## config.mk

```make
export PLATFORM = sky130hd
export DESIGN_NAME = host_channels
export DESIGN_NICKNAME = d
export VERILOG_FILES = /design/src/hw/xb_dram_pkg.sv /design/src/hw/msg_fifo.sv /design/src/hw/host_channels.sv
export SDC_FILE = /design/constraint.sdc
export NUM_CORES = 1
export LEC_CHECK = 0
export ABC_AREA = 1
export BUFFER_PORTS_ARGS = -buffer_cell sky130_fd_sc_hd__buf_2
export CORE_UTILIZATION = 45
export CTS_CLUSTER_DIAMETER = 40
export CTS_CLUSTER_SIZE = 30
export DETAILED_ROUTE_END_ITERATION = 8
export PLACE_DENSITY = 0.58
export SYNTH_ARGS = -nofsm -noshare
export SYNTH_HDL_FRONTEND = slang
export SYNTH_SLANG_ARGS = --single-unit
```

## constraint.sdc

```tcl
create_clock -name clk -period 4.8 [get_ports clk]
set_input_delay 0.48 -clock clk [delete_from_list [all_inputs] [get_ports clk]]
set_output_delay 0.48 -clock clk [all_outputs]
set_load 0.01 [all_outputs]
```

## src/hw/xb_dram_pkg.sv

```systemverilog
package xb_dram_pkg;

  // ******************************************************************
  // Sizes of the host message channel and the line memory
  // ******************************************************************
  localparam int WORD_BITS      = 32;
  localparam int WORDS_PER_LINE = 8;
  localparam int LINE_BITS      = WORD_BITS * WORDS_PER_LINE;
  localparam int LINE_COUNT     = 16;
  localparam int LINE_ADDR_BITS = 4;
  localparam int WORD_SEL_BITS  = 3;

  localparam int FIFO_DEPTH       = 16;
  localparam int READ_LATENCY     = 3;
  localparam int HEARTBEAT_CYCLES = 64;

  typedef logic [WORD_BITS-1:0]      msg_word_t;
  typedef logic [LINE_BITS-1:0]      mem_line_t;
  typedef logic [LINE_ADDR_BITS-1:0] line_addr_t;

  // Host closes its coefficient stream with this word
  localparam msg_word_t TERMINATOR = '1;

  typedef enum logic {
    MEM_WRITE,
    MEM_READ
  } mem_cmd_t;

  // Application phases, gather first, then replay
  typedef enum logic [2:0] {
    GATHER, WRITE_LINE, READ_REQ, READ_WAIT, SEND_LINE, SEND_TERM, DONE
  } app_state_t;

endpackage

```

## src/hw/msg_fifo.sv

```systemverilog
`timescale 1ns/1ps

module msg_fifo (
  input  logic                  clk,
  input  logic                  rst,
  input  xb_dram_pkg::msg_word_t in_data,
  input  logic                  in_valid,
  output logic                  in_ready,
  output xb_dram_pkg::msg_word_t out_data,
  output logic                  out_valid,
  input  logic                  out_ready
);

  xb_dram_pkg::msg_word_t buf_mem [xb_dram_pkg::FIFO_DEPTH];

  logic [$clog2(xb_dram_pkg::FIFO_DEPTH)-1:0] wr_ptr;
  logic [$clog2(xb_dram_pkg::FIFO_DEPTH)-1:0] rd_ptr;
  logic [$clog2(xb_dram_pkg::FIFO_DEPTH):0]   count;
  logic push;
  logic pop;

  assign in_ready  = (count != xb_dram_pkg::FIFO_DEPTH);
  assign out_valid = (count != '0);
  // Show-ahead, head word always on the output
  assign out_data  = buf_mem[rd_ptr];

  assign push = in_valid && in_ready;
  assign pop  = out_valid && out_ready;

  always_ff @(posedge clk) begin
    if (push) begin
      buf_mem[wr_ptr] <= in_data;
    end
  end

  // Pointers wrap on their own, depth is a power of two
  always_ff @(posedge clk) begin
    if (!rst) begin
      wr_ptr <= '0;
      rd_ptr <= '0;
      count  <= '0;
    end else begin
      if (push) begin
        wr_ptr <= wr_ptr + 1'b1;
      end
      if (pop) begin
        rd_ptr <= rd_ptr + 1'b1;
      end
      case ({push, pop})
        2'b10:   count <= count + 1'b1;
        2'b01:   count <= count - 1'b1;
        default: count <= count;
      endcase
    end
  end

endmodule

```

## src/hw/host_channels.sv

```systemverilog
`timescale 1ns/1ps

module host_channels (
  input  logic                   clk,
  input  logic                   rst,
  // Host write channel
  input  xb_dram_pkg::msg_word_t wr_data,
  input  logic                   wr_valid,
  output logic                   wr_ready,
  input  logic                   wr_open,
  // Messages towards the application
  output xb_dram_pkg::msg_word_t msg_data,
  output logic                   msg_valid,
  input  logic                   msg_ready,
  output logic                   loop_ready,
  // Replies from the application
  input  xb_dram_pkg::msg_word_t reply_data,
  input  logic                   reply_valid,
  output logic                   reply_ready,
  output logic                   reply_drop,
  // Host read channel
  output xb_dram_pkg::msg_word_t rd_data,
  output logic                   rd_valid,
  input  logic                   rd_ready,
  input  logic                   rd_open,
  // Loopback channel
  output xb_dram_pkg::msg_word_t loop_data,
  output logic                   loop_valid,
  input  logic                   loop_out_ready,
  // End of file
  input  logic                   app_done,
  output logic                   rd_eof,
  output logic                   loop_eof
);

  logic rd_fifo_in_ready;

  // ******************************************************************
  // Host to application
  // ******************************************************************
  msg_fifo u_wr_fifo (
    .clk       (clk),
    .rst       (rst),
    .in_data   (wr_data),
    .in_valid  (wr_valid),
    .in_ready  (wr_ready),
    .out_data  (msg_data),
    .out_valid (msg_valid),
    .out_ready (msg_ready)
  );

  // Copy of every word the application takes
  msg_fifo u_loop_fifo (
    .clk       (clk),
    .rst       (rst),
    .in_data   (msg_data),
    .in_valid  (msg_valid && msg_ready),
    .in_ready  (loop_ready),
    .out_data  (loop_data),
    .out_valid (loop_valid),
    .out_ready (loop_out_ready)
  );

  // ******************************************************************
  // Application to host
  // ******************************************************************
  // With the read channel closed, replies are swallowed and flagged
  assign reply_ready = rd_fifo_in_ready || !rd_open;
  assign reply_drop  = reply_valid && !rd_open;

  msg_fifo u_rd_fifo (
    .clk       (clk),
    .rst       (rst),
    .in_data   (reply_data),
    .in_valid  (reply_valid && rd_open),
    .in_ready  (rd_fifo_in_ready),
    .out_data  (rd_data),
    .out_valid (rd_valid),
    .out_ready (rd_ready)
  );

  assign rd_eof   = app_done && !rd_valid;
  assign loop_eof = !wr_open && !loop_valid;

endmodule

```

* Yosys cells after proc, flatten, opt, wreduce, memory -nomap -nowiden
Memory sizes are Yosys's and may differ from the RTL's. A register that Yosys moved wholly into a read port is not among the register bits.
Index checks and enable logic that the tools add are counted.
** Storage, ports and cells
- Bits in registers :: 39
- Memory bits (writable) :: 1536
- Bits of input ports :: 74
- Memories kept :: 3
** Memory list
- u_loop_fifo.buf_mem :: depth 16, width 32, rd ports 1, clocked after memory_dff 1, wr ports 1, RTL line msg_fifo.sv:14 : xb_dram_pkg::msg_word_t buf_mem [xb_dram_pkg::FIFO_DEPTH];
- u_rd_fifo.buf_mem :: depth 16, width 32, rd ports 1, clocked after memory_dff 1, wr ports 1, RTL line msg_fifo.sv:14
- u_wr_fifo.buf_mem :: depth 16, width 32, rd ports 1, clocked after memory_dff 1, wr ports 1, RTL line msg_fifo.sv:14
** Operators by class
- Add/subtract/negate cells :: 12
- Eq/ne operators :: 9
- Multiplexer cells :: 15
- Reductions and logical operators :: 21
** Operators by type and width (number)
- $pmux 5 s2 :: 3
- $add 4x1->4 const B :: 6
- $mux 4 :: 6
- $add 5x1->5 const B :: 3
- $ne 5x5->1 const B :: 3
- $reduce_bool 5->1 :: 3
- $sub 5x1->5 const B :: 3
- $logic_and 1x1->1 :: 10
- $eq 2x1->1 const B :: 3
- $eq 2x2->1 const B :: 3
- $mux 1 :: 6
- $reduce_bool 2->1 :: 3
- $logic_not 1->1 :: 4
- $logic_or 1x1->1 :: 1

* Longest topological paths before layout
- Word-level depth :: 5
- Depth in mapped cells :: 16
- Gate-level depth less buffers :: 16

* By module
From an unflattened synthesis, not the netlist that was laid out.
** Second synthesis, totals
- Cell total of the unflattened synthesis :: 4451
- Area, all modules :: 64772.1 um^2
** By module, submodules not included
- msg_fifo :: instances 3, cells each 1480, area an instance 21576.9 um^2, seq. area each 15715.1 um^2
- host_channels :: instances 1, cells each 11, area an instance 41.3 um^2, seq. area each 0.0 um^2

* Least setup slack after synthesis
No wires, ideal clock.
- Path type :: register -> register
- From :: reg u_loop_fifo.count[0] in the netlist's numbering
- To :: mem u_loop_fifo.buf_mem[10][0] in the netlist's numbering, enable pin
- Setup time :: 0.461 ns
- Data arrival time :: 3.274 ns
- Path slack :: 1.065 ns
- Stages on the path, launching flop included :: 6
- Period minus slack after synthesis :: 3.735 ns
- Cell sequence :: dfxtp_1 -> inv_1 -> nand4_1 -> nand3_2 -> buf_2 -> nor3_1
** Between the ends
- Word-level cells in the longest chain between the ends :: 4
** RTL lines
- from (decl) :: RTL line msg_fifo.sv:18 : logic [$clog2(xb_dram_pkg::FIFO_DEPTH):0] count;
- from (signal assigned) :: RTL line msg_fifo.sv:50 : 2'b10: count <= count + 1'b1;
- from (signal assigned) :: RTL line msg_fifo.sv:51 : 2'b01: count <= count - 1'b1;
- from (signal assigned) :: RTL line msg_fifo.sv:52 : default: count <= count;
- $ne 5x5->1 :: RTL line msg_fifo.sv:22 : assign in_ready = (count != xb_dram_pkg::FIFO_DEPTH);
- via loop_ready :: RTL line host_channels.sv:15 : output logic loop_ready,
- $logic_and 1x1->1 :: RTL line msg_fifo.sv:27 : assign push = in_valid && in_ready;
- $mux 1 :: RTL line msg_fifo.sv:31 : if (push) begin
- $mux 1 (not written as such) :: RTL line msg_fifo.sv:32 : buf_mem[wr_ptr] <= in_data;
- to (decl) :: RTL line msg_fifo.sv:14
The timed path passes the listed nets, and every way through them passes these cells.

==> summary.txt <==
Run status
  • Outcome: completed

STA
  • Actual slew at the worst max-slew pin: 1160 ps
  • Fin Clk Skew: between 30 and 40 ps
  • TNS Setup: 0 ps
  • Pins Over Slew Limit: 0
  • Period minus WS final: approximately 3900 ps
  • RSZ-0062 raised after global routing: false
  • Final setup vio count: 0
  • Relative slew margins: between 20% and 30%
  • Tcrit/Tclk final: between 80% and 90%
  • Post-route setup slack: between 900 and 1000 ps
  • F_max: ~260 MHz
  • Final-report hold violation count: 0

Power
  • Switching pwr: 12.9 mW
  • Power share of the clock group: a little under two fifths
  • Logic pwr share: roughly 22%
  • Register share of total power: slightly above 40%
  • PD cells: between 500 and 600 mW/mm2
  • Sw frac: a little under a third
  • Static Leak: between 20 and 30 nW
  • Worst vdd ir: roughly 0.36 mV
  • Pint: just under 30 mW

Layout
  • Layout cells sized above 1: 12.7%
  • Nets: approximately 5500
  • Area Overhead vs Synth: 14.7%
  • Finished Cell Area: 0.0753 mm2
  • Post-route insts no fill: 7519

Hold path
  • Min-Delay Path Class: input pin to flip-flop
  • Hold path depth: 1
  • Hold Crit Start: wr_data[27]

Clock tree
  • CTS Buffer Depth: 3
  • Post-cts resize count: 0
  • TritonCTS Sinks: 1587
  • Setup Fix Bufs, Post-CTS: 0
  • CTS Hold Bufs: 19
  • Clock Root Buffer: clkbuf_16
  • TritonCTS clock tree: done
  • Num CTS Buffers: 199
  • Worst-path clk slew: around 60 ps
  • Clk_lat worst skew: around 800 ps
  • Htree depth: 4

Floorplanning
  • Cell Rows: around 140
  • IO Pins: ~180
  • Core area: 0.144 mm2
  • Full die area: between 0.1 and 0.15 mm2
  • Die Height: approximately 380 um
  • Initial Util: a little under half
  • Die width: ~380 um

Detailed routing
  • DRC Markers: 0
  • Post-Route WL: roughly 160 mm
  • Vias per inst: 5.33
  • Routed Antenna Nets: 0
  • DR iter-0 viols: 4048
  • First-pass DRT Iterations: 5
  • Total number of vias: between 40000 and 50000
  • Post-DR wirelength/cell: between 20 and 25 um

Critical path
  • Crit path cell chain: buf_12, a21oi_1, o21ai_1, nand3_1, nand3_1, nand2_1, buf_2
  • CP Buf/Inv Count: 2
  • Setup crit end kind: primary output
  • Slowest cell delay on critical path: about 700 ps
  • CP delay by family, top: buffers and inverters
  • Critical R2R Launch: u_loop_fifo.count[0]
  • Most Frequent Cell on Critical Path: nand3_1
  • CP max FO: ~140
  • CP Depth: 7
  • R2R cell count: 7
  • Worst EP required: roughly 4300 ps
  • Crit Path Class: flip-flop to primary output
  • Nature of the critical path startpoint: flip-flop
  • Worst path arrival time: approximately 3400 ps
  • CP max-delay cell: dfxtp_4

Logic synthesis
  • Syn avg cell area: approximately 13 um2
  • Cell Area, Synth: about 0.066 mm2
  • Distinct cells, synth: 28
  • Number of synthesized flops with an enable pin: 1536
  • Synth warn: 0
  • Asr flop ratio synth: 0%
  • Instance count of the mapped netlist: ~5200
  • Post-Syn Nets: between 5000 and 6000
  • Ys flop type: edfxtp_1
  • Area leader, netlist: edfxtp_1
  • Area share of the largest cell type after synthesis: 70.3%
  • Sequential-to-total area share from yosys stat: a little under three quarters
  • Most frequent cell after synthesis: edfxtp_1
  • Commonest cells in the netlist: edfxtp_1, inv_1, nand3_1
  • #FFs+latches synth: ~1600
  • Synth area leaders: edfxtp_1, inv_1, nand3_1

Placement
  • I/O Buffers: about 180
  • RePlAce Congestion: about 0.77
  • Placed cell count: ~7100
  • Area after DPL: 0.0680 mm2
  • DP HPWL: between 80 and 90 mm
  • Placement Setup Slack: 1600 ps

GRT
  • Vias in the first global route: ~38000
  • Global-route wire length before repair: 240 mm
  • Initial antenna violation count: 16
  • GRT Util Overall: between 20% and 30%
  • Grt ovf: 0
  • Largest net degree at the start of global routing: approximately 150

Job
  • MaxCap Viol Count: 0
worst register-to-register path, delay by kind of cell (launching register included):
| family | cells | cell delay (ps) |
|---|---|---|
| flip-flops | 1 | 380 |
| AND/OR/NAND/NOR | 5 | 1890 |
| buffers and inverters | 2 | 560 |
layer usage:
| metal | wire length, um | GRT usage (%) | vias to the layer above | part of all wire, % |
|---|---|---|---|---|
| li1 | - | - | 19000 | - |
| met1 | 73300 | 32.1 | 19600 | 46 |
| met2 | 72400 | 33.3 | 1180 | 45 |
| met3 | 10500 | 3.59 | 223 | 6.6 |
| met4 | 2980 | 5.33 | 2 | 1.9 |
| met5 | 12 | 0 | - | 0.0075 |
cell families (layout without fill, tap and decap cells):
kind of cell | after synthesis | after routing | synth area share [%]
fa+ha+maj | 28 | 28 | 0.557
buf+inv | 1152 | 1514 | 8.22
flops | 1587 | 1587 | 71.8
other cells | 0 | 5 | 0
compound gates | 1216 | 1216 | 10.8
simple gates | 1250 | 1250 | 8.34
xor+xnor | 16 | 16 | 0.213
sequential cells by signal, indices dropped and copies added, names as in the netlist, named ones only:
register,count
u_loop_fifo.count,5
u_rd_fifo.count,5
u_wr_fifo.rd_ptr,4
u_rd_fifo.rd_ptr,4
u_loop_fifo.rd_ptr,4
u_loop_fifo.buf_mem,512
u_loop_fifo.wr_ptr,4
u_rd_fifo.wr_ptr,4
u_wr_fifo.buf_mem,512
u_wr_fifo.count,5
u_rd_fifo.buf_mem,512
u_wr_fifo.wr_ptr,4
power by group through the flow:
stage               clock network, mW  logic (mW)  registers, mW
floorplan                           0        6.75           17.0
global placement                    0        9.03           17.3
detailed placement                  0        9.13           17.3
CTS                              15.9        9.18           17.1
global route                     16.4        10.2           17.1
finish                           15.6        9.08           17.1
per-stage QoR:
step | util (%) | power [mW] | hold slack (ps)
floorplan | - | 23.8 | 456
global placement | 47.2 | 26.4 | 474
detailed placement | 47.2 | 26.5 | 486
CTS | 52.2 | 42.1 | 1.04
global route | 52.2 | 43.7 | 16.8
finish | 52.2 | 41.7 | 63.2
worst paths after layout:
check,slack [ps],end
max reg2reg,1620,u_loop_fifo.buf_mem[3][21]
min,60,u_wr_fifo.buf_mem[4][27]
max,950,msg_data[9]
min reg2reg,500,flip-flop
layout make-up:
cell class	instances	area [um2]
inverter	832	3120
clock inverter	157	1850
tap	1903	2380
fill	12200	68900
antenna	5	12.5
timing repair buffer	304	2080
clock buffer	221	5220
sequential	1587	47200
multi-input combinational	2510	13400
cell usage in the layout, fill, tap and decap left out, types with 28 or more instances in the layout:
| master | count |
|---|---|
| nor2_4 | 36 |
| a21oi_1 | 420 |
| nand3_1 | 598 |
| o21ai_0 | 179 |
| nand2_1 | 570 |
| o21ai_1 | 229 |
| buf_2 | 178 |
| dfxtp_1 | 39 |
| buf_4 | 91 |
| inv_6 | 28 |
| edfxtp_1 | 1536 |
| o211ai_1 | 374 |
| inv_1 | 825 |
| clkbuf_16 | 205 |
Power figures use the tool's default switching activity.
