==> src/hw/xb_dram_pkg.sv <==
package xb_dram_pkg;

  // ******************************************************************
  // Sizes of the host message channel and the line memory
  // ******************************************************************
  localparam int WORD_BITS      = 32;
  localparam int WORDS_PER_LINE = 8;
  localparam int LINE_BITS      = WORD_BITS * WORDS_PER_LINE;
  localparam int LINE_COUNT     = 16;
  localparam int LINE_ADDR_BITS = 4;
  localparam int WORD_SEL_BITS  = 3;

  localparam int FIFO_DEPTH       = 16;
  localparam int READ_LATENCY     = 3;
  localparam int HEARTBEAT_CYCLES = 64;

  typedef logic [WORD_BITS-1:0]      msg_word_t;
  typedef logic [LINE_BITS-1:0]      mem_line_t;
  typedef logic [LINE_ADDR_BITS-1:0] line_addr_t;

  // Host closes its coefficient stream with this word
  localparam msg_word_t TERMINATOR = '1;

  typedef enum logic {
    MEM_WRITE,
    MEM_READ
  } mem_cmd_t;

  // Application phases, gather first, then replay
  typedef enum logic [2:0] {
    GATHER, WRITE_LINE, READ_REQ, READ_WAIT, SEND_LINE, SEND_TERM, DONE
  } app_state_t;

endpackage

==> src/hw/coeff_app.sv <==
`timescale 1ns/1ps

module coeff_app (
  input  logic                    clk,
  input  logic                    rst,
  // Incoming host messages
  input  xb_dram_pkg::msg_word_t  msg_data,
  input  logic                    msg_valid,
  output logic                    msg_ready,
  input  logic                    loop_ready,
  // Replies to the host
  output xb_dram_pkg::msg_word_t  reply_data,
  output logic                    reply_valid,
  input  logic                    reply_ready,
  input  logic                    reply_drop,
  // Memory user port
  output logic                    mem_valid,
  output xb_dram_pkg::mem_cmd_t   mem_cmd,
  output xb_dram_pkg::line_addr_t mem_addr,
  output xb_dram_pkg::mem_line_t  mem_wdata,
  input  logic                    mem_ready,
  input  logic                    rd_line_valid,
  input  xb_dram_pkg::mem_line_t  rd_line,
  // Status
  output logic                    app_done,
  output logic                    error,
  output logic                    heartbeat
);

  xb_dram_pkg::app_state_t state;
  xb_dram_pkg::mem_line_t  line_buf;

  logic [xb_dram_pkg::WORD_SEL_BITS-1:0]  word_cnt;
  logic [xb_dram_pkg::LINE_ADDR_BITS:0]   line_cnt;
  logic [xb_dram_pkg::LINE_ADDR_BITS:0]   rd_idx;
  logic [$clog2(xb_dram_pkg::HEARTBEAT_CYCLES)-1:0] hb_cnt;
  logic saw_term;
  logic msg_fire;
  logic is_term;
  logic last_word;

  // Only take a word when its loopback copy has room
  assign msg_ready = (state == xb_dram_pkg::GATHER) && loop_ready;
  assign msg_fire  = msg_valid && msg_ready;
  assign is_term   = (msg_data == xb_dram_pkg::TERMINATOR);
  assign last_word = (word_cnt == xb_dram_pkg::WORDS_PER_LINE - 1);

  assign mem_valid = (state == xb_dram_pkg::WRITE_LINE) ||
                     ((state == xb_dram_pkg::READ_REQ) && (rd_idx != line_cnt));
  assign mem_cmd   = (state == xb_dram_pkg::WRITE_LINE) ? xb_dram_pkg::MEM_WRITE :
                                                          xb_dram_pkg::MEM_READ;
  assign mem_addr  = (state == xb_dram_pkg::WRITE_LINE) ?
                     line_cnt[xb_dram_pkg::LINE_ADDR_BITS-1:0] :
                     rd_idx[xb_dram_pkg::LINE_ADDR_BITS-1:0];
  assign mem_wdata = line_buf;

  assign reply_valid = (state == xb_dram_pkg::SEND_LINE) || (state == xb_dram_pkg::SEND_TERM);
  assign reply_data  = (state == xb_dram_pkg::SEND_TERM) ? xb_dram_pkg::TERMINATOR :
                       line_buf[word_cnt*xb_dram_pkg::WORD_BITS +: xb_dram_pkg::WORD_BITS];
  assign app_done    = (state == xb_dram_pkg::DONE);

  // ******************************************************************
  // Line buffer, filled by messages or by a read response
  // ******************************************************************
  always_ff @(posedge clk) begin
    if ((state == xb_dram_pkg::READ_WAIT) && rd_line_valid) begin
      line_buf <= rd_line;
    end else if (msg_fire) begin
      if (is_term) begin
        // Pad the tail of a partial line
        for (int i = 0; i < xb_dram_pkg::WORDS_PER_LINE; i++) begin
          if (i >= word_cnt) begin
            line_buf[i*xb_dram_pkg::WORD_BITS +: xb_dram_pkg::WORD_BITS] <= '0;
          end
        end
      end else begin
        line_buf[word_cnt*xb_dram_pkg::WORD_BITS +: xb_dram_pkg::WORD_BITS] <= msg_data;
      end
    end
  end

  // ******************************************************************
  // Main FSM
  // ******************************************************************
  always_ff @(posedge clk) begin
    if (!rst) begin
      state    <= xb_dram_pkg::GATHER;
      word_cnt <= '0;
      line_cnt <= '0;
      rd_idx   <= '0;
      saw_term <= 1'b0;
    end else begin
      case (state)
        xb_dram_pkg::GATHER: begin
          if (msg_fire && is_term) begin
            saw_term <= 1'b1;
            state    <= (word_cnt != '0) ? xb_dram_pkg::WRITE_LINE : xb_dram_pkg::READ_REQ;
          end else if (msg_fire) begin
            word_cnt <= word_cnt + 1'b1;
            if (last_word) begin
              state <= xb_dram_pkg::WRITE_LINE;
            end
          end
        end
        xb_dram_pkg::WRITE_LINE: begin
          if (mem_ready) begin
            line_cnt <= line_cnt + 1'b1;
            word_cnt <= '0;
            state    <= saw_term ? xb_dram_pkg::READ_REQ : xb_dram_pkg::GATHER;
          end
        end
        xb_dram_pkg::READ_REQ: begin
          if (rd_idx == line_cnt) begin
            state <= xb_dram_pkg::SEND_TERM;
          end else if (mem_ready) begin
            state <= xb_dram_pkg::READ_WAIT;
          end
        end
        xb_dram_pkg::READ_WAIT: begin
          if (rd_line_valid) begin
            word_cnt <= '0;
            state    <= xb_dram_pkg::SEND_LINE;
          end
        end
        xb_dram_pkg::SEND_LINE: begin
          if (reply_ready) begin
            word_cnt <= word_cnt + 1'b1;
            if (last_word) begin
              rd_idx <= rd_idx + 1'b1;
              state  <= xb_dram_pkg::READ_REQ;
            end
          end
        end
        xb_dram_pkg::SEND_TERM: begin
          if (reply_ready) begin
            state <= xb_dram_pkg::DONE;
          end
        end
        default: state <= xb_dram_pkg::DONE;
      endcase
    end
  end

  // Sticky drop flag and heartbeat
  always_ff @(posedge clk) begin
    if (!rst) begin
      error     <= 1'b0;
      hb_cnt    <= '0;
      heartbeat <= 1'b0;
    end else begin
      if (reply_drop) begin
        error <= 1'b1;
      end
      if (hb_cnt == xb_dram_pkg::HEARTBEAT_CYCLES - 1) begin
        hb_cnt    <= '0;
        heartbeat <= ~heartbeat;
      end else begin
        hb_cnt <= hb_cnt + 1'b1;
      end
    end
  end

endmodule

==> config.mk <==
export PLATFORM = sky130hd
export DESIGN_NAME = coeff_app
export DESIGN_NICKNAME = d
export VERILOG_FILES = /design/src/hw/xb_dram_pkg.sv /design/src/hw/coeff_app.sv
export SDC_FILE = /design/constraint.sdc
export NUM_CORES = 1
export LEC_CHECK = 0
export BUFFER_PORTS_ARGS = -buffer_cell sky130_fd_sc_hd__buf_4
export CORE_AREA = 2 2 232 234
export DETAILED_ROUTE_END_ITERATION = 12
export DIE_AREA = 0 0 234 236
export MAX_ROUTING_LAYER = met4
export PLACE_DENSITY = 0.48
export SYNTH_ARGS = -nofsm -noshare
export SYNTH_HDL_FRONTEND = slang
export SYNTH_SLANG_ARGS = --single-unit
export TNS_END_PERCENT = 30
==> constraint.sdc <==
create_clock -name clk -period 6.8 [get_ports clk]
set_input_delay 1.36 -clock clk [delete_from_list [all_inputs] [get_ports clk]]
set_output_delay 1.36 -clock clk [all_outputs]
set_load 0.05 [all_outputs]
[Word level (Yosys, flattened, before mapping)]
Cells that the tools add are included.
Word-level totals
  bits of input ports: 296
  memories: 0
  RAM bits: 0
  output and inout bits: 299
  logic and storage cells: 118
  memory bits (read-only): 0
  bits in latches: 0
  register bits: 281
Cells by class
  order comparisons: 7
  bitwise operators: 2
  muxes and demuxes: 33
  div/mod/pow operators: 0
  equal/unequal tests: 28
  reduce and logical (&&, ||, !) cells: 24
  $add $sub $neg: 5
  shifts and indexed selects: 3
  multipliers: 0
Operators by type and width (number)
  2-to-1 mux 256 bit: 3
  bitwise mux 256 bit: 1
  2-to-1 mux 32 bit: 8
  variable shift 32 x 34 -> 256 bit, first input constant: 1
  indexed part select 256 x 9 -> 32 bit: 1
  indexed part select 32 x 34 -> 256 bit: 1
  2-to-1 mux 3 bit: 15
  negation 8 -> 34 bit: 1
  equality test 32 bit, second input constant: 1
  != test 3 x 1 -> 1 bit, second input constant: 7
  case mux 3 bit (6 select lines): 1
  AND reduction 2 bit: 9
  != test 2 bit, second input constant: 7
  equality test 3 bit, second input constant: 4
  case mux 3 bit (4 select lines): 1
  adder 5 x 1 -> 5 bit, second input constant: 2
  greater-or-equal comparator 3 bit, first input constant: 3
  != test 3 x 2 -> 1 bit, second input constant: 3
  AND reduction 8 bit: 1
  adder 6 x 1 -> 6 bit, second input constant: 1
  equality test 3 x 2 -> 1 bit, second input constant: 2
  equality test 6 bit, second input constant: 1
  greater-or-equal comparator 1 x 3 -> 1 bit, first input constant: 2
  greater-or-equal comparator 2 x 3 -> 1 bit, first input constant: 2
  17 further kinds: 24

[Depth between registers and ports, before layout]
Gate-level depths: netlist (run 1).
  depth after elaboration: 6
  gate-level depth with buffers: 11
  mapped depth without buffers: 8

[Worst setup path before layout (run 1)]
OpenSTA, ideal clock, no wires.
  path type: input -> register
  from: input port msg_data[24]
  to: register line_buf[192], in the netlist mem_wdata[192], enable pin
  buffers on the path: 3
  data required time: 6.330 ns
  setup time: 0.470 ns
  arrival: 5.241 ns
  stages on the path: 8
  path slack: 1.090 ns
  path through: buf_2 > nand4_1 > or4_1 > buf_2 > or2_4 > buf_2 > a21boi_0 > o31ai_1
Between the ends
  longest elaborated chain between the ends: 3
Ends and longest elaborated chain
  start, declared: RTL line coeff_app.sv:7  | input xb_dram_pkg::msg_word_t msg_data,
  equality test 32 bit: RTL line coeff_app.sv:45  | assign is_term = (msg_data == xb_dram_pkg::TERMINATOR);
  != test 3 x 1 -> 1 bit (no source line)
  AND reduction 2 bit (no source line)
  end signal, assigned: RTL line coeff_app.sv:67  | line_buf <= rd_line;
  end signal, assigned by index: RTL line coeff_app.sv:77  | line_buf[word_cnt*xb_dram_pkg::WORD_BITS +: xb_dram_pkg::WORD_BITS] <= msg_data;
  end, declared: RTL line coeff_app.sv:31  | xb_dram_pkg::mem_line_t line_buf;
No other way between the ends.
A chain may end at the register's enable or synchronous reset.

[Final worst setup path (run 1)]
  from: register word_cnt[0] (netlist name)
  to: output port reply_data[24]
Between the ends
  longest elaborated chain between the ends: 2
Ends and longest elaborated chain
  start, declared: RTL line coeff_app.sv:33  | logic [xb_dram_pkg::WORD_SEL_BITS-1:0] word_cnt;
  start signal, assigned: RTL line coeff_app.sv:99  | word_cnt <= word_cnt + 1'b1;
  start signal, assigned: RTL line coeff_app.sv:127  | word_cnt <= word_cnt + 1'b1;
  indexed part select 256 x 9 -> 32 bit: RTL line coeff_app.sv:59  | line_buf[word_cnt*xb_dram_pkg::WORD_BITS +: xb_dram_pkg::WORD_BITS];
  2-to-1 mux 32 bit: RTL line coeff_app.sv:58  | assign reply_data = (state == xb_dram_pkg::SEND_TERM) ? xb_dram_pkg::TERMINATOR :
  end, declared: RTL line coeff_app.sv:12  | output xb_dram_pkg::msg_word_t reply_data,
No other way between the ends.

==> impl_metrics.tcl, run 1 <==
set metrics [dict create \
    synth_top_area_share_pct 54.39 \
    synth-main-ff-cell "edfxtp_1" \
    grt_use_met1_pct 29.82 \
    ys_seq_area_share_pct 57.93 \
    wl_um 70200 \
    cts.repair.resized 0 \
    period_needed_ps 4920 \
    min_path_type "reg2reg" \
    fillCellCount 5167 \
    cts_max_path_buffers 3 \
    crit_chain "buf_4, buf_4, mux4_2, nand2_1, nand3_1, buf_4" \
    clock-skew-final_ps 15.18 \
    antenna_found_initial 5 \
    rows 85 \
    ir_drop_uv 151.6 \
    grt_overflow 0 \
    grt_max_degree 89 \
    syn_to_final_growth_pct 44.44 \
    clock_latency_ps 540 \
    synth_warnings 0 \
    port_buffers 594 \
    drive_gt1_share_pct 48.55 \
    cp.required_ps 5440 \
    slowest_delay_ps 640 \
    syn-instance-count 1020 \
    finalHoldViolations 0 \
    grt_pass1_vias 12505 \
    ys_seq_elements 281 \
    worst_setup_path_start_kind "flip-flop" \
    cts_max_level 2 \
    crit_path_end_kind "output port" \
    dp_slack_ps 2085 \
    cts_root_buf "clkbuf_16" \
    path_max_fanout 33 \
    syn-cell-area_um2 14130 \
    synth.top_cells.by_count "edfxtp_1, a22o_1, nand2_1" \
    clk_pin_slew_ps 60 \
    cts_tree "yes" \
    synth_top_cell_by_area "edfxtp_1" \
    crit_top_cell "buf_4" \
    vias 12226 \
    drc 0 \
    viasPerCell 5.351 \
    synth_edf_count 256 \
    finalPower_uw 4329 \
    busiest_layer "met2" \
    boundaryPins 595 \
    synth_area_leaders "edfxtp_1, a22o_1, mux4_2" \
    gp_congestion 0.9349 \
    antenna_violating_nets_post_route 0 \
    start_util_pct 26.63 \
    die_h_um 236 \
    met2_usage_pct 43.01 \
    slew_headroom_pct 11.12 \
    die_x_um 234 \
    crit_slowest_cell "dfxtp_4" \
    min_period_over_period_pct 72.35 \
    fin_ws_ps 1880 \
    cts_buffers 34 \
    slew_viol_final 0 \
    cts_setup_buffers 0 \
    synth.most_common_cell "edfxtp_1" \
    die_area_um2 55220 \
    rsz0062_at_grt "no" \
    core-area_um2 53070 \
    syn_avg_cell_area_um2 13.86 \
    dpl.hpwl_um 50540 \
    finalNetCount 1866 \
    drt_iter0_drc 855 \
    outcome "complete, no violations" \
    wire_per_inst_um 30.72 \
    post_dp_cell_area_um2 19260 \
    cp_data_arrival_time_ps 3560 \
    dr.pass1.iters 5 \
    grt_pass1_wl_um 95480 \
    cts_hold_buf 0 \
    async_flop_share_pct 0 \
    cap_viol_max_count 0 \
    finish.instance_area_um2 20420 \
    worst_hold_slack_ps 449.3 \
    max_freq_mhz 203.3 \
    synth_cell_types 51 \
    leakage_uw 0.007975 \
    grt_usage_pct 25.37 \
    pwr_density_cell_nw_per_um2 212.0 \
    syn_nets 1327 \
    grt_util_met3_pct 5.621 \
    worstSetupPathType "reg2out" \
    setup_viol 0 \
    clkSinkCount 281 \
    tightest_slew_ps 1326 \
    fin_tns_setup_ps 0 \
]
[report_power, final]
part	switching, µW	leakage [µW]	internal (µW)
Combinational	303	0.00493	230
Sequential	16.3	0.00250	1880
Clock	752	0.000550	1140
[final timing paths]
path	to	cells after the start	start	slack [ps]
setup reg to reg	mem_wdata[162]$_DFFE_PP_	7	word_cnt[0]$_SDFFE_PN0P_	2460
setup / recovery	reply_data[24]	6	word_cnt[0]$_SDFFE_PN0P_	1880
hold reg to reg	hb_cnt[0]$_SDFF_PP0_	1	hb_cnt[0]$_SDFF_PP0_	450
hold / removal	hb_cnt[0]$_SDFF_PP0_	1	hb_cnt[0]$_SDFF_PP0_	450
[cells in the final DEF, fill, tap and decap left out, types with 14 or more instances in the layout]
master | synthesis | final
nand3_1 | 39 | 39
mux4_2 | 64 | 64
clkbuf_16 | 0 | 37
xor2_1 | 14 | 14
dfxtp_1 | 25 | 22
nor2_1 | 33 | 32
a22o_1 | 254 | 254
nand4_1 | 14 | 14
nand2_1 | 79 | 78
buf_4 | 7 | 621
edfxtp_1 | 256 | 256
[per-layer routing]
layer | up-vias | routed length [µm]
li1 | 5219 | -
met1 | 6257 | 27150
met2 | 666 | 35510
met3 | 84 | 5602
met4 | 0 | 1941
met5 | - | 0
[sequential cells by signal (all words and copies together) (netlist names)]
name and count:
word_cnt 3, hb_cnt 6, heartbeat 1, line_cnt 5
state 3, saw_term 1, error 1, mem_wdata 256
rd_idx 5
[critical path, delay by kind of cell, from the launching register on]
family        cells  cell delay, ps
simple gates      2             250
mux               1             590
flops             1             640
buf+inv           3            1440
[final cells by class]
cell class                      count  area [µm²]  area share [%]
Clock inverter                     15       178.9          0.8764
Tap cell                          696       870.8           4.265
Sequential cell                   281        8197           40.15
Timing Repair Buffer              622        4682           22.93
Clock buffer                       46       959.7           4.701
Multi-Input combinational cell    609        5474           26.81
Antenna cell                        5       12.51         0.06129
Inverter                           11       41.29          0.2022
[cells by family (layout without fill, tap and decap cells)]
family / Yosys count / count (layout) / synth area share (%)
AO/OA/AOI/OAI: 296 / 296 / 17.65
XOR/XNOR: 18 / 18 / 1.115
adder cells (fa/ha/maj): 11 / 11 / 0.9737
buffers and inverters: 130 / 694 / 4.284
flip-flops: 281 / 281 / 57.93
multiplexers: 74 / 74 / 10.94
other: 0 / 5 / 0
AND/OR/NAND/NOR: 210 / 210 / 7.108
[stage by stage]
stage / instances / utilization (%)
6_report: 2285 / 38.47
4_1_cts: 2280 / 38.45
5_1_grt: 2285 / 38.47
3_3_place_gp: 2219 / 36.30
3_5_place_dp: 2219 / 36.30
2_1_floorplan: 1020 / -
(Power assumes the default switching activity.)
==> run 2, diff against run 1 <==
--- a/config.mk
+++ b/config.mk
@@ -6,11 +6,11 @@
 export NUM_CORES = 1
 export LEC_CHECK = 0
 export BUFFER_PORTS_ARGS = -buffer_cell sky130_fd_sc_hd__buf_4
-export CORE_AREA = 2 2 232 234
+export CORE_AREA = 2 2 231 233
 export DETAILED_ROUTE_END_ITERATION = 12
-export DIE_AREA = 0 0 234 236
+export DIE_AREA = 0 0 233 235
 export MAX_ROUTING_LAYER = met4
-export PLACE_DENSITY = 0.48
+export PLACE_DENSITY = 0.5
 export SYNTH_ARGS = -nofsm -noshare
 export SYNTH_HDL_FRONTEND = slang
 export SYNTH_SLANG_ARGS = --single-unit
==> constraint.sdc (replaced) <==
create_clock -name clk -period 4.4 [get_ports clk]
set_input_delay 0.88 -clock clk [delete_from_list [all_inputs] [get_ports clk]]
set_output_delay 0.88 -clock clk [all_outputs]
set_load 0.05 [all_outputs]
==> impl_metrics.tcl, run 2 (same netlist as run 1, synthesis figures left out) <==
set metrics [dict create \
    final_util_pct 39.25 \
    syn_to_final_growth_pct 45.03 \
    slew_headroom_pct 28.94 \
    vias 12193 \
    crit_chain "buf_4, buf_4, mux4_2, nand2_1, nand3_1, buf_4" \
    antenna_violating_nets_post_route 0 \
    dr.pass1.iters 5 \
    min_path_type "reg2reg" \
    slew_viol_final 0 \
    cp.required_ps 3520 \
    finalPower_uw 6563 \
    crit_path_end_kind "output port" \
    cts_setup_buffers 0 \
    grt_usage_pct 25.37 \
    multi_input_area_um2 5474 \
    min_period_over_period_pct 87.63 \
    grt_pass1_wl_um 95070 \
    boundaryPins 595 \
    cts_max_level 2 \
    viasPerCell 5.324 \
    reg2reg_from "word_cnt[0]$_SDFFE_PN0P_" \
    pwr_density_cell_nw_per_um2 320.1 \
    post_dp_cell_area_um2 19390 \
    r2r_end "mem_wdata[7]$_DFFE_PP_" \
    clk_pin_slew_ps 50 \
    outcome "complete, no violations" \
    port_buffers 594 \
    die_h_um 235 \
    ff2ff_setup_slack_ps 1010 \
    worst_setup_path_start_kind "flip-flop" \
    cap_viol_max_count 0 \
    worstSetupPathDepth 6 \
    fillCellCount 5028 \
    die_area_um2 54760 \
    wl_um 69420 \
    cp_top_family "buffers and inverters" \
    antenna_found_initial 7 \
    worstSetupStartpoint "word_cnt[1]$_SDFFE_PN0P_" \
    start_util_pct 27.06 \
    cp_data_arrival_time_ps 2980 \
    clock_latency_ps 540 \
    grt_pass1_vias 12570 \
    cts_hold_buf 0 \
    drive_gt1_share_pct 48.71 \
    clock-skew-final_ps 23.23 \
    ir_drop_uv 195.3 \
    path_max_fanout 45 \
    die_x_um 233 \
    finalHoldViolations 0 \
    cts_tree "yes" \
    dpl.hpwl_um 50330 \
    max_freq_mhz 259.4 \
    crit_end "reply_data[3]" \
    final_cell_mix "buf_4, edfxtp_1, a22o_1" \
    cts_max_path_buffers 3 \
    wire_per_inst_um 30.31 \
    grt_util_met3_pct 6.978 \
    slowest_delay_ps 700 \
    cts_buffers 35 \
    busiest_layer "met2" \
    core-area_um2 52240 \
    drc 0 \
    drt_iter0_drc 911 \
    met2_usage_pct 43.02 \
    tightest_slew_ps 1062 \
    finish.instance_area_um2 20500 \
    ff2ff_path_depth 8 \
    clkSinkCount 281 \
    cts_root_buf "clkbuf_16" \
    cts.repair.resized 0 \
    crit_slowest_cell "buf_4" \
    regArea_um2 8197 \
    leakage_uw 0.008018 \
    final_common_cell "buf_4" \
    grt_overflow 0 \
    rows 84 \
    gp_congestion 0.8781 \
    grt_use_met1_pct 29.19 \
    rsz0062_at_grt "no" \
    cp_num_buf_inv 3 \
    period_needed_ps 3856 \
    crit_top_cell "buf_4" \
    setup_viol 0 \
    largest_reg_flops 256 \
    finalNetCount 1877 \
    worstSetupPathType "reg2out" \
    grt_max_degree 105 \
]
==> run 2: changes by cell type in the layout (fill, tap and decap cells not counted) <==
cell	previous run	this run
clkinv_4	0	1
bufinv_16	4	2
clkinv_1	5	6
clkbuf_1	9	11
inv_6	1	0
diode_2	5	7
buf_12	1	6
buf_4	621	626
==> run 2: worst min-delay path by stage <==
stage                           from                    end  slack (ps)  depth (start not counted)
3_3_place_gp    hb_cnt[0]$_SDFF_PP0_   hb_cnt[0]$_SDFF_PP0_         430                          1
6_report        hb_cnt[0]$_SDFF_PP0_   hb_cnt[0]$_SDFF_PP0_         460                          1
3_5_place_dp   saw_term$_SDFFE_PN0P_  saw_term$_SDFFE_PN0P_         450                          2
5_1_grt        saw_term$_SDFFE_PN0P_  saw_term$_SDFFE_PN0P_         470                          2
4_1_cts        saw_term$_SDFFE_PN0P_  saw_term$_SDFFE_PN0P_         460                          2
2_1_floorplan   hb_cnt[0]$_SDFF_PP0_   hb_cnt[0]$_SDFF_PP0_         420                          1
==> run 2: cell type report <==
| type | count | share of cell area [%] |
|---|---|---|
| clock inverters | 14 | 0.5981 |
| diodes | 7 | 0.08545 |
| clock buffers | 48 | 4.718 |
| well taps | 688 | 4.199 |
| multi-input cells | 609 | 26.70 |
| repair buffers | 632 | 23.51 |
| inverters | 11 | 0.2014 |
| flip-flops and latches | 281 | 39.98 |
==> run 2: through the flow <==
| stage | TNS [ps] | worst slack [ps] | cells | hold WS [ps] |
|---|---|---|---|---|
| after floorplan | -58150 | -667.0 | 1020 | 417.6 |
| after global placement | 0 | 562.4 | 2221 | 429.7 |
| after detailed placement | 0 | 571.3 | 2221 | 451.3 |
| after CTS | 0 | 483.9 | 2283 | 460.4 |
| after global routing | 0 | 447.1 | 2288 | 474.8 |
| final | 0 | 544.4 | 2290 | 457.0 |
==> run 2: routing by layer <==
layer | vias to the layer above | routed length, µm
met1 | 6197 | 26480
met3 | 86 | 6330
met2 | 658 | 34890
met4 | 0 | 1724
li1 | 5252 | -
met5 | - | 0
==> run 2: power by group <==
group          switching (µW)  internal [µW]  total [µW]
logic                     470            359         830
registers                19.3           2910        2930
clock network            1150           1660        2800
total                    1640           4930        6560
==> run 2: worst register-to-register path, delay by kind of cell, from the launching register on <==
family | cells | cell delay (ps)
AND/OR/NAND/NOR | 1 | 790
AO/OA/AOI/OAI | 3 | 770
adder cells (fa/ha/maj) | 2 | 730
buffers and inverters | 2 | 410
flip-flops | 1 | 350
==> run 3, diff against run 2 <==
--- a/config.mk
+++ b/config.mk
@@ -9,8 +9,9 @@
 export CORE_AREA = 2 2 231 233
 export DETAILED_ROUTE_END_ITERATION = 12
 export DIE_AREA = 0 0 233 235
+export GPL_TIMING_DRIVEN = 1
 export MAX_ROUTING_LAYER = met4
-export PLACE_DENSITY = 0.5
+export PLACE_DENSITY = 0.58
 export SYNTH_ARGS = -nofsm -noshare
 export SYNTH_HDL_FRONTEND = slang
 export SYNTH_SLANG_ARGS = --single-unit
==> impl_metrics.tcl, run 3 (same netlist as run 1, synthesis figures left out) <==
set metrics [dict create \
    cts_setup_buffers 0 \
    drc 0 \
    tightest_slew_ps 1206 \
    final_cell_mix "buf_4, edfxtp_1, a22o_1" \
    cts_max_level 2 \
    min_period_over_period_pct 89.71 \
    cts.repair.resized 0 \
    die_x_um 233 \
    max_freq_mhz 253.3 \
    finalHoldViolations 0 \
    drive_gt1_share_pct 49.03 \
    cap_viol_max_count 0 \
    grt_max_degree 163 \
    grt_usage_pct 24.71 \
    grt_pass1_wl_um 93580 \
    dpl.hpwl_um 49250 \
    cts_buffers 34 \
    wire_per_inst_um 29.88 \
    ir_drop_uv 209.8 \
    finalNetCount 1879 \
    slew_headroom_pct 19.38 \
    antenna_found_initial 4 \
    largest_reg_flops 256 \
    slew_viol_final 0 \
    min_to "saw_term$_SDFFE_PN0P_" \
    gp_congestion 0.9127 \
    antenna_violating_nets_post_route 0 \
    boundaryPins 595 \
    cp.required_ps 3520 \
    ff2ff_setup_slack_ps 970 \
    dr.pass1.iters 5 \
    rows 84 \
    vias 12402 \
    start_util_pct 27.06 \
    grt_overflow 0 \
    leakage_uw 0.008076 \
    viasPerCell 5.418 \
    r2r_end "mem_wdata[35]$_DFFE_PP_" \
    pwr_density_cell_nw_per_um2 328.4 \
    worstSetupPathType "reg2out" \
    die_h_um 235 \
    wl_um 68400 \
    min_path_cells 2 \
    ff2ff_path_depth 7 \
    fin_tns_setup_ps 0 \
    clock_latency_ps 540 \
    clkSinkCount 281 \
    setup_viol 0 \
    port_buffers 594 \
    die_area_um2 54760 \
    clk_pin_slew_ps 60 \
    drt_iter0_drc 948 \
    cts_hold_buf 0 \
    syn_to_final_growth_pct 45.45 \
    core-area_um2 52240 \
    clock-skew-final_ps 11.27 \
    rsz0062_at_grt "no" \
    fillCellCount 4969 \
    cts_tree "yes" \
    grt_pass1_vias 12694 \
    cts_max_path_buffers 3 \
    period_needed_ps 3947 \
    min_path_type "reg2reg" \
    cts_root_buf "clkbuf_16" \
    final_common_cell "buf_4" \
    worstHoldStart "saw_term$_SDFFE_PN0P_" \
    path_max_fanout 38 \
    crit_path_end_kind "output port" \
    reg2reg_from "word_cnt[1]$_SDFFE_PN0P_" \
    cp_data_arrival_time_ps 3070 \
    worst_setup_path_start_kind "flip-flop" \
    outcome "complete, no violations" \
    finalPower_uw 6752 \
]
==> run 3: cell types whose count changed in the layout (fill, tap and decap cells not counted), sizes merged <==
cell and change:
diode -3, buf +3, clkinv +5, clkinvlp -2, clkbuf -8, bufinv +3, inv +1
==> run 3: layout make-up <==
class                      instances  area, µm²  share of cell area (%)
tap                              688      860.8                   4.187
antenna                            4      10.01                 0.04869
timing repair buffer             635       4817                   23.43
sequential                       281       8197                   39.87
multi-input combinational        609       5474                   26.62
clock buffer                      40      937.1                   4.558
inverter                          11      41.29                  0.2008
clock inverter                    21      222.7                   1.083
==> run 3: how the worst max path moves through the flow <==
stage	startpoint	end	slack, ps	cells after the start
2_1_floorplan	msg_data[24]	mem_wdata[64]$_DFFE_PP_	-670	8
6_report	word_cnt[1]$_SDFFE_PN0P_	reply_data[30]	450	6
3_5_place_dp	msg_data[25]	mem_wdata[152]$_DFFE_PP_	490	7
5_1_grt	word_cnt[1]$_SDFFE_PN0P_	reply_data[30]	420	6
4_1_cts	word_cnt[1]$_SDFFE_PN0P_	reply_data[30]	450	6
3_3_place_gp	msg_data[25]	mem_wdata[152]$_DFFE_PP_	480	7
==> run 3: per-stage QoR <==
step / std cells / util, % / hold WS [ps] / setup WS [ps] / cell area, µm²
final: 2289 / 39.36 / 460.0 / 452.7 / 20560
after global routing: 2289 / 39.36 / 482.2 / 416.3 / 20560
after CTS: 2285 / 39.34 / 463.4 / 452.7 / 20550
after detailed placement: 2224 / 37.12 / 452.7 / 488.4 / 19390
after global placement: 2224 / 37.12 / 431.6 / 475.4 / 19390
after floorplan: 1020 / - / 417.6 / -667.0 / 14140
==> run 3: routing by layer <==
metal  GRT usage, %  wire [µm]
met4          6.891       1851
met5              -          0
met2          41.80      34210
met1          29.12      26370
met3          6.044       5967
==> run 3: worst max-delay path, stage by stage (launching register included) <==
cell and delay (ps):
dfxtp_4 340, buf_4 520, buf_4 640, mux4_2 420, nand2_1 160, nand3_1 120
buf_4 260
==> run 3: power breakdown <==
| group | switching (µW) | internal [µW] | leakage (µW) |
|---|---|---|---|
| clock | 1170 | 1810 | 0.000572 |
| combinational | 480 | 362 | 0.00501 |
| sequential | 17.8 | 2910 | 0.00250 |
| total | 1670 | 5080 | 0.00808 |
